[src/logic/eth_tx_macros.svh]
`ifndef ETH_TX_MACROS_SVH
`define ETH_TX_MACROS_SVH

// Payload carried in every UDP datagram
`define ETH_DATA_BYTES 16

// Header and trailer sizes in bytes
`define ETH_MAC_HDR_BYTES 14
`define ETH_IP_HDR_BYTES 20
`define ETH_UDP_HDR_BYTES 8
`define ETH_FCS_BYTES 4

// UDP length covers its own header plus payload
`define ETH_UDP_BYTES (`ETH_UDP_HDR_BYTES + `ETH_DATA_BYTES)
// IP total length covers IP header plus UDP datagram
`define ETH_IP_BYTES (`ETH_IP_HDR_BYTES + `ETH_UDP_BYTES)

// Zero bytes after the payload up to a multiple of 4
`define ETH_PAD_BYTES ((4 - ((`ETH_MAC_HDR_BYTES + `ETH_IP_BYTES) % 4)) % 4)

// Destination MAC through end of padding
`define ETH_FRAME_BYTES (`ETH_MAC_HDR_BYTES + `ETH_IP_BYTES + `ETH_PAD_BYTES)
`define ETH_BODY_NIBBLES (2 * `ETH_FRAME_BYTES)
`define ETH_FCS_NIBBLES (2 * `ETH_FCS_BYTES)

// Line overhead around the body
`define ETH_PREAMBLE_NIBBLES 16
`define ETH_GAP_NIBBLES 24

// Fixed header values
`define ETH_TYPE_IPV4 16'h0800
`define ETH_IP_TTL 8'd255
`define ETH_IP_PROTO_UDP 8'd17

`endif

[src/logic/eth_tx_pkg.sv]
`include "eth_tx_macros.svh"

package eth_tx_pkg;

    // Ethernet MAC header, destination goes out first
    typedef struct packed {
        logic [47:0] dest_mac;
        logic [47:0] src_mac;
        logic [15:0] ether_type;
    } mac_header_t;

    // RFC 791 header without options
    typedef struct packed {
        logic [3:0]  version;
        logic [3:0]  ihl;
        logic [7:0]  tos;
        logic [15:0] total_length;
        logic [15:0] identification;
        logic [2:0]  flags;
        logic [12:0] frag_offset;
        logic [7:0]  ttl;
        logic [7:0]  protocol;
        logic [15:0] checksum;
        logic [31:0] src_ip;
        logic [31:0] dest_ip;
    } ip_fields_t;

    // Same bits as the words the header checksum runs over
    typedef union packed {
        ip_fields_t                               fields;
        logic [`ETH_IP_HDR_BYTES/2-1:0][15:0]     words;
    } ip_header_u;

    // RFC 768 header
    typedef struct packed {
        logic [15:0] src_port;
        logic [15:0] dest_port;
        logic [15:0] length;
        logic [15:0] checksum;
    } udp_header_t;

    // Frame without FCS, first byte at the MSB end
    typedef struct packed {
        mac_header_t mac;
        ip_header_u  ip;
        udp_header_t udp;
        logic [8*(`ETH_DATA_BYTES+`ETH_PAD_BYTES)-1:0] data;
    } eth_frame_t;

    // Running CRC-32, reflected bit order
    typedef logic [31:0] crc32_t;

endpackage

[src/logic/nibble_if.sv]
interface nibble_if;

    // Nibble on the line this cycle
    logic [3:0] nibble;
    // Nibble valid
    logic en;
    // Frame nibble as opposed to preamble/SFD
    logic body;
    // Final frame nibble, FCS comes next
    logic last;

    modport src (
        output nibble,
        output en,
        output body,
        output last
    );

    modport dst (
        input nibble,
        input en,
        input body,
        input last
    );

endinterface

[src/logic/frame_builder.sv]
`include "eth_tx_macros.svh"

module frame_builder import eth_tx_pkg::*; (
    input  logic                         clk,
    input  logic                         reset,
    input  logic                         send,
    input  logic                         tx_done,
    input  logic [8*`ETH_DATA_BYTES-1:0] payload,
    input  logic [47:0]                  src_mac,
    input  logic [47:0]                  dest_mac,
    input  logic [31:0]                  src_ip,
    input  logic [31:0]                  dest_ip,
    input  logic [15:0]                  src_port,
    input  logic [15:0]                  dest_port,
    output logic                         ready,
    output logic                         frame_valid,
    output eth_frame_t                   frame
);

    // Last sampled send
    logic send_prev;
    // Frame register loaded so valid goes out next
    logic launch;
    logic accept;

    // Fresh rising edge while idle
    assign accept = send && !send_prev && ready && !launch;

    always_ff @(posedge clk) begin
        if (reset) begin
            // Follows send through reset so a level held high is no edge
            send_prev   <= send;
            launch      <= 1'b0;
            frame_valid <= 1'b0;
            ready       <= 1'b1;
        end else begin
            send_prev   <= send;
            launch      <= accept;
            frame_valid <= launch;
            if (launch) begin
                ready <= 1'b0;
            end else if (tx_done) begin
                ready <= 1'b1;
            end
        end
    end

    // Headers and payload captured on the accepted edge
    always_ff @(posedge clk) begin
        if (accept) begin
            frame.mac.dest_mac            <= dest_mac;
            frame.mac.src_mac             <= src_mac;
            frame.mac.ether_type          <= `ETH_TYPE_IPV4;
            frame.ip.fields.version       <= 4'd4;
            frame.ip.fields.ihl           <= 4'(`ETH_IP_HDR_BYTES / 4);
            frame.ip.fields.tos           <= '0;
            frame.ip.fields.total_length  <= 16'(`ETH_IP_BYTES);
            frame.ip.fields.identification <= '0;
            frame.ip.fields.flags         <= '0;
            frame.ip.fields.frag_offset   <= '0;
            frame.ip.fields.ttl           <= `ETH_IP_TTL;
            frame.ip.fields.protocol      <= `ETH_IP_PROTO_UDP;
            // Filled in by the checksum stage
            frame.ip.fields.checksum      <= '0;
            frame.ip.fields.src_ip        <= src_ip;
            frame.ip.fields.dest_ip       <= dest_ip;
            frame.udp.src_port            <= src_port;
            frame.udp.dest_port           <= dest_port;
            frame.udp.length              <= 16'(`ETH_UDP_BYTES);
            // UDP checksum unused since zero is legal over IPv4
            frame.udp.checksum            <= '0;
            // Payload on top with zero padding below
            frame.data <= '0;
            frame.data[$bits(frame.data)-1 -: 8*`ETH_DATA_BYTES] <= payload;
        end
    end

    // Serializer must only finish a frame this stage launched
    assert property (@(posedge clk) disable iff (reset) tx_done |-> !ready)
        else $error("tx_done while ready is high");

endmodule

[src/logic/ip_checksum_stage.sv]
`include "eth_tx_macros.svh"

module ip_checksum_stage import eth_tx_pkg::*; (
    input  logic       clk,
    input  logic       reset,
    input  logic       frame_valid,
    input  eth_frame_t frame,
    output logic       sum_valid,
    output eth_frame_t sum_frame
);

    // Sum registered, checksum field not yet written
    logic        pending;
    logic [31:0] word_sum;
    logic [31:0] sum_comb;
    logic [16:0] fold_1;
    logic [15:0] fold_2;

    // Checksum field is still zero here so all ten words can be summed
    always_comb begin
        sum_comb = '0;
        for (int w = 0; w < `ETH_IP_HDR_BYTES / 2; w++) begin
            sum_comb = sum_comb + 32'(frame.ip.words[w]);
        end
    end

    // End-around carry folded twice
    assign fold_1 = 17'(word_sum[31:16]) + 17'(word_sum[15:0]);
    assign fold_2 = fold_1[15:0] + 16'(fold_1[16]);

    always_ff @(posedge clk) begin
        if (reset) begin
            pending   <= 1'b0;
            sum_valid <= 1'b0;
        end else begin
            pending   <= frame_valid;
            sum_valid <= pending;
        end
    end

    always_ff @(posedge clk) begin
        if (frame_valid) begin
            word_sum  <= sum_comb;
            sum_frame <= frame;
        end else if (pending) begin
            // One's complement of the folded sum
            sum_frame.ip.fields.checksum <= ~fold_2;
        end
    end

    // Builder holds off until the serializer is done
    assert property (@(posedge clk) disable iff (reset) frame_valid |-> !pending)
        else $error("frame_valid while a checksum is pending");

endmodule

[src/logic/mii_serializer.sv]
`include "eth_tx_macros.svh"

module mii_serializer import eth_tx_pkg::*; (
    input  logic       clk,
    input  logic       reset,
    input  logic       sum_valid,
    input  eth_frame_t sum_frame,
    output logic       tx_done,
    nibble_if.src      nib
);

    typedef enum logic [1:0] {
        ST_IDLE,
        ST_PREAMBLE,
        ST_BODY,
        ST_GAP
    } state_t;

    state_t state;
    // Cycles left in the current state minus one
    logic [6:0] cnt;
    // Frame bytes shifted up one byte per nibble pair
    logic [$bits(eth_frame_t)-1:0] frame_sr;
    logic [7:0] top_byte;

    assign top_byte = frame_sr[$bits(eth_frame_t)-1 -: 8];

    always_ff @(posedge clk) begin
        if (reset) begin
            state   <= ST_IDLE;
            cnt     <= '0;
            tx_done <= 1'b0;
        end else begin
            tx_done <= 1'b0;
            case (state)
                ST_IDLE: begin
                    if (sum_valid) begin
                        state <= ST_PREAMBLE;
                        cnt   <= 7'(`ETH_PREAMBLE_NIBBLES - 1);
                    end
                end
                ST_PREAMBLE: begin
                    if (cnt == '0) begin
                        state <= ST_BODY;
                        cnt   <= 7'(`ETH_BODY_NIBBLES - 1);
                    end else begin
                        cnt <= cnt - 7'd1;
                    end
                end
                ST_BODY: begin
                    if (cnt == '0) begin
                        // FCS slot then interframe gap
                        state <= ST_GAP;
                        cnt   <= 7'(`ETH_FCS_NIBBLES + `ETH_GAP_NIBBLES - 1);
                    end else begin
                        cnt <= cnt - 7'd1;
                    end
                end
                ST_GAP: begin
                    if (cnt == '0) begin
                        state   <= ST_IDLE;
                        tx_done <= 1'b1;
                    end else begin
                        cnt <= cnt - 7'd1;
                    end
                end
                default: state <= ST_IDLE;
            endcase
        end
    end

    // Odd count sends the low nibble and even count the high one before the shift
    always_ff @(posedge clk) begin
        if (state == ST_IDLE && sum_valid) begin
            frame_sr <= sum_frame;
        end else if (state == ST_BODY && !cnt[0]) begin
            frame_sr <= frame_sr << 8;
        end
    end

    assign nib.en   = (state == ST_PREAMBLE) || (state == ST_BODY);
    assign nib.body = (state == ST_BODY);
    assign nib.last = (state == ST_BODY) && (cnt == '0);

    always_comb begin
        case (state)
            // 0x5 pattern with the SFD on the final preamble nibble
            ST_PREAMBLE: nib.nibble = (cnt == '0) ? 4'hD : 4'h5;
            ST_BODY:     nib.nibble = cnt[0] ? top_byte[3:0] : top_byte[7:4];
            default:     nib.nibble = 4'h0;
        endcase
    end

    // A new frame is only taken from idle
    assert property (@(posedge clk) disable iff (reset) sum_valid |-> state == ST_IDLE)
        else $error("sum_valid while the serializer is busy");

endmodule

[src/logic/fcs_inserter.sv]
`include "eth_tx_macros.svh"

module fcs_inserter import eth_tx_pkg::*; (
    input  logic       clk,
    input  logic       reset,
    nibble_if.dst      nib,
    output logic       tx_en,
    output logic [3:0] tx_d
);

    // Reflected 0x04C11DB7
    localparam crc32_t CRC_POLY = 32'hEDB8_8320;

    crc32_t     crc;
    // FCS nibbles going out after the body
    logic       fcs_active;
    logic [2:0] fcs_cnt;

    // Four CRC steps over the nibble LSB first
    function automatic crc32_t crc_step(input crc32_t c, input logic [3:0] d);
        crc32_t r;
        r = c;
        for (int b = 0; b < 4; b++) begin
            if (r[0] ^ d[b]) begin
                r = (r >> 1) ^ CRC_POLY;
            end else begin
                r = r >> 1;
            end
        end
        return r;
    endfunction

    always_ff @(posedge clk) begin
        if (reset) begin
            tx_en      <= 1'b0;
            tx_d       <= 4'h0;
            fcs_active <= 1'b0;
            fcs_cnt    <= '0;
        end else if (nib.en) begin
            tx_en <= 1'b1;
            tx_d  <= nib.nibble;
            if (nib.last) begin
                fcs_active <= 1'b1;
                fcs_cnt    <= 3'(`ETH_FCS_NIBBLES - 1);
            end
        end else if (fcs_active) begin
            // Complemented CRC goes out least significant nibble first
            tx_en <= 1'b1;
            tx_d  <= ~crc[3:0];
            if (fcs_cnt == '0) begin
                fcs_active <= 1'b0;
            end else begin
                fcs_cnt <= fcs_cnt - 3'd1;
            end
        end else begin
            tx_en <= 1'b0;
            tx_d  <= 4'h0;
        end
    end

    always_ff @(posedge clk) begin
        if (nib.en && !nib.body) begin
            // Preset during preamble
            crc <= '1;
        end else if (nib.body) begin
            crc <= crc_step(crc, nib.nibble);
        end else if (fcs_active) begin
            crc <= crc >> 4;
        end
    end

    // Serializer gap keeps the next preamble clear of the FCS slot
    assert property (@(posedge clk) disable iff (reset) fcs_active |-> !nib.en)
        else $error("nibble input while the FCS is going out");

endmodule

[src/logic/eth_udp_tx.sv]
`include "eth_tx_macros.svh"

module eth_udp_tx import eth_tx_pkg::*; (
    input  logic                         clk,
    input  logic                         reset,
    input  logic                         send,
    input  logic [8*`ETH_DATA_BYTES-1:0] payload,
    input  logic [47:0]                  src_mac,
    input  logic [47:0]                  dest_mac,
    input  logic [31:0]                  src_ip,
    input  logic [31:0]                  dest_ip,
    input  logic [15:0]                  src_port,
    input  logic [15:0]                  dest_port,
    output logic                         ready,
    output logic                         tx_en,
    output logic [3:0]                   tx_d
);

    logic       frame_valid;
    logic       sum_valid;
    logic       tx_done;
    eth_frame_t frame;
    eth_frame_t sum_frame;

    // Serializer to FCS inserter
    nibble_if nib ();

    frame_builder i_builder (
        .clk         (clk),
        .reset       (reset),
        .send        (send),
        .tx_done     (tx_done),
        .payload     (payload),
        .src_mac     (src_mac),
        .dest_mac    (dest_mac),
        .src_ip      (src_ip),
        .dest_ip     (dest_ip),
        .src_port    (src_port),
        .dest_port   (dest_port),
        .ready       (ready),
        .frame_valid (frame_valid),
        .frame       (frame)
    );

    ip_checksum_stage i_checksum (
        .clk         (clk),
        .reset       (reset),
        .frame_valid (frame_valid),
        .frame       (frame),
        .sum_valid   (sum_valid),
        .sum_frame   (sum_frame)
    );

    mii_serializer i_serializer (
        .clk       (clk),
        .reset     (reset),
        .sum_valid (sum_valid),
        .sum_frame (sum_frame),
        .tx_done   (tx_done),
        .nib       (nib)
    );

    fcs_inserter i_fcs (
        .clk   (clk),
        .reset (reset),
        .nib   (nib),
        .tx_en (tx_en),
        .tx_d  (tx_d)
    );

endmodule

[config.mk]
export PLATFORM = sky130hd
export DESIGN_NAME = eth_udp_tx
export DESIGN_NICKNAME = d
export VERILOG_FILES = /design/src/logic/eth_tx_pkg.sv /design/src/logic/nibble_if.sv /design/src/logic/frame_builder.sv /design/src/logic/ip_checksum_stage.sv /design/src/logic/mii_serializer.sv /design/src/logic/fcs_inserter.sv /design/src/logic/eth_udp_tx.sv
export VERILOG_INCLUDE_DIRS = /design/src /design/src/logic
export SDC_FILE = /design/constraint.sdc
export NUM_CORES = 1
export LEC_CHECK = 0
export BUFFER_PORTS_ARGS = -buffer_cell sky130_fd_sc_hd__clkbuf_2
export CAP_MARGIN = 30
export CORE_MARGIN = 8
export CORE_UTILIZATION = 46
export DETAILED_ROUTE_END_ITERATION = 8
export PLACE_DENSITY = 0.64
export SLEW_MARGIN = 20
export SYNTH_ARGS = -nofsm -noshare
export SYNTH_HDL_FRONTEND = slang
export SYNTH_SLANG_ARGS = --single-unit
[constraint.sdc]
create_clock -name clk -period 33.4 [get_ports clk]
set_input_delay 3.34 -clock clk [delete_from_list [all_inputs] [get_ports clk]]
set_output_delay 3.34 -clock clk [all_outputs]
set_load 0.05 [all_outputs]
==> results.md <==
- Initial Util: a little under half
- Final Skew: slightly below 0.02 ns
- Critical Path Sink Type: register
- Core Area: ~0.096 sq mm
- Placed cell areas: roughly 0.048 sq mm
- Row cnt: around 110
- Total Wirelength: about 82 mm
- Initial detailed-routing violation count: 1,560
- Final clock period utilization by the worst path: between 10% and 20%
- Required time worst endpoint: about 34 ns
- Worst Tran Pin Value: 0.992 ns
- DP HPWL: 52.1 mm
- # resized after CTS: 0
- EDFF count, synth: roughly 1,100
- CTS Buf Count: 120
- Clock sinks: 1,196
- Buf/Inv on CP: 6
- Max-cap violation count: 0
- Final setup vio count: 0
- Post-synth top area cell: edfxtp_1
- Synth top area share: 76.8%
- Top post-synthesis cells by area: edfxtp_1 (77%), mux2_2 (8.3%), dfxtp_1 (2.6%)
- Critical Path Most Common Cell: buf_4
- Syn_nets: 2,758
- Chip height: roughly 330 um
- Die area: between 0.1 and 0.15 sq mm
- Pre-CTS WS: between 20 and 30 ns
- Clock buffer depth: 3
- Power Density: 66.8 mW/mm^2
- P&R area growth vs syn: 16.1%
- Die X-Extent: approximately 330 um
- Fmax: 0.167 GHz
- Min cycle time layout: approximately 6 ns
- Layout Cells excl Fill: a little over 4,000
- Sequential area share after synthesis: between 70% and 80%
- Critical path class: input pin to register
- Ys async rst share: 0%
- Antenna violations before repair: 5
- Initial DRT Pass Iterations: 5
- Main flop type after synthesis: edfxtp_1
- Hold Path Origin: i_builder.frame[388]
- Leakage: 18.0 nW
- Worst min path class: register to register
- Rel. slew slack: between 30% and 40%
- Worst endpoint data arrival time: approximately 6.3 ns
- Family with the most delay on the worst path: buffers and inverters
- Status: complete, no violations
- Reg2reg start: i_serializer.state[0]
- Root Buffer: clkbuf_16
- Final net count: ~3,200
- CTS tree: yes
- Critical Path, Cell by Cell: clkbuf_2 > nor4bb_4 > buf_4 > buf_4 > buf_4 > buf_4 > buf_16
- First-pass GRT wire length: 125 mm
- Routed len/inst: about 20 um
- Mapped Cells: approximately 2,400
- Io pins: between 300 and 400
- Total global routing overflow: 0
- Slowest CP cell: buf_4
- Share of post-route cells with drive strength above 1: 30.7%
- PnR worst setup slack: around 27 ns
- Peak VDD IR: about 0.05 mV
- Commonest cells post-synth: edfxtp_1 (1,139), mux2_2 (328), and2_1 (114)
- Hold-fix buffers, CTS: 0
- Via count: approximately 21,000
- Port-buffer cells: roughly 330
- DRT antenna net count: 0
- Post-CTS Setup Inserts: 0
- Placed cells: about 3,900
- CP peak stage delay: 0.72 ns
- Vias per cell: between 5 and 6
- Tot GR Track Use: 14.9%
- Yosys warnings: 0
- GPL Wtd Cong: between 0.8 and 0.9
- #FFs+latches synth: 1,196
- Fin area: 0.0517 sq mm
- Most instantiated library cell after synthesis: edfxtp_1
- Largest net degree at the start of global routing: 167
- CP max FO: between 50 and 60
- Worst setup path start: send
- Fin. Hold Viols: 0
- Netlist cell types: 73
- Syn Area/Cell: around 19 sq um
- RSZ-0062 raised after global routing: false
- CP startpoint kind: input pin
- Clock Latency Late Sink: roughly 0.7 ns
- Clock-pin slew on the worst setup and hold paths: 0.06 ns
- Area of the mapped netlist: about 0.045 sq mm
- DRC Markers: 0
- H-Tree Depth: 3
- Setup tns final: 0 ns
- Vias in the first global route: 21,900
- Max-slew violation count: 0
[logic make-up (layout without fill, tap and decap cells)]
kind of cell / count (synthesis) / after routing / share of synthesized area (%)
AO/OA/AOI/OAI: 191 / 191 / 2.73
XOR/XNOR: 56 / 56 / 1.19
adder cells (fa/ha/maj): 82 / 82 / 2.61
buffers and inverters: 140 / 639 / 1.22
flip-flops: 1196 / 1196 / 79.3
multiplexers: 342 / 342 / 8.60
other: 0 / 5 / 0
AND/OR/NAND/NOR: 346 / 346 / 4.34
[routing by layer]
metal | global-route usage [%] | up-vias | share of wire (%)
met5 | 0 | - | 0.015
met4 | 4.32 | 2 | 2.3
met3 | 3.74 | 126 | 6.1
met2 | 23.8 | 545 | 48
met1 | 20.4 | 10500 | 44
li1 | - | 9803 | -
[area by class of cell]
| cell class | instances | area (sq um) |
|---|---|---|
| inverter | 64 | 240 |
| timing repair buffer | 355 | 1980 |
| multi-input combinational | 1017 | 8710 |
| clock buffer | 146 | 3110 |
| sequential | 1196 | 35300 |
| clock inverter | 74 | 734 |
| fill | 7557 | 44700 |
| antenna | 5 | 12.5 |
| tap | 1276 | 1600 |
[power by group]
part	internal (mW)	leakage, nW	switching (mW)	total [mW]
sequential	1.76	10.9	0.0431	1.80
combinational	0.148	5.29	0.195	0.342
clock	0.761	1.88	0.548	1.31
[worst paths after layout]
kind	depth (start not counted)	to	slack (ns)
worst min register to register	0	i_checksum.sum_frame[388]	0.41
worst max register to register	9	i_serializer.frame_sr[91]	28.18
worst min-delay path	0	i_checksum.sum_frame[388]	0.41
worst max-delay path	7	i_builder.frame[96]	27.43
[stage by stage]
| step | power [mW] | util, % | hold WS, ns |
|---|---|---|---|
| final | 3.45 | 53.7 | 0.410 |
| after CTS | 3.49 | 53.5 | 0.403 |
| after floorplan | 2.12 | - | 0.400 |
| after global placement | 2.16 | 49.5 | 0.401 |
| after detailed placement | 2.18 | 49.5 | 0.405 |
| after global routing | 3.59 | 53.6 | 0.420 |
[cell usage in the layout, fill, tap and decap left out, drive strengths merged, types with 20 or more instances in the layout]
cell       n
nand2     41
ha        64
nor2      63
o21ai     45
nand2b    36
edfxtp  1139
xnor2     33
mux2     328
buf       27
a21oi     56
clkinv    51
inv       71
and2     114
dfxtp     57
xor2      20
clkbuf   474
[state kept, by name, summed over array words and instances, names as in the netlist, 2 cells and up]
register / cells
i_fcs.crc: 32
i_serializer.frame_sr: 464
i_builder.frame: 320
i_serializer.cnt: 7
i_checksum.word_sum: 19
i_serializer.state: 2
i_fcs.tx_d: 4
i_checksum.sum_frame: 336
i_fcs.fcs_cnt: 3
Note: power is estimated with default switching activity, not from simulation.
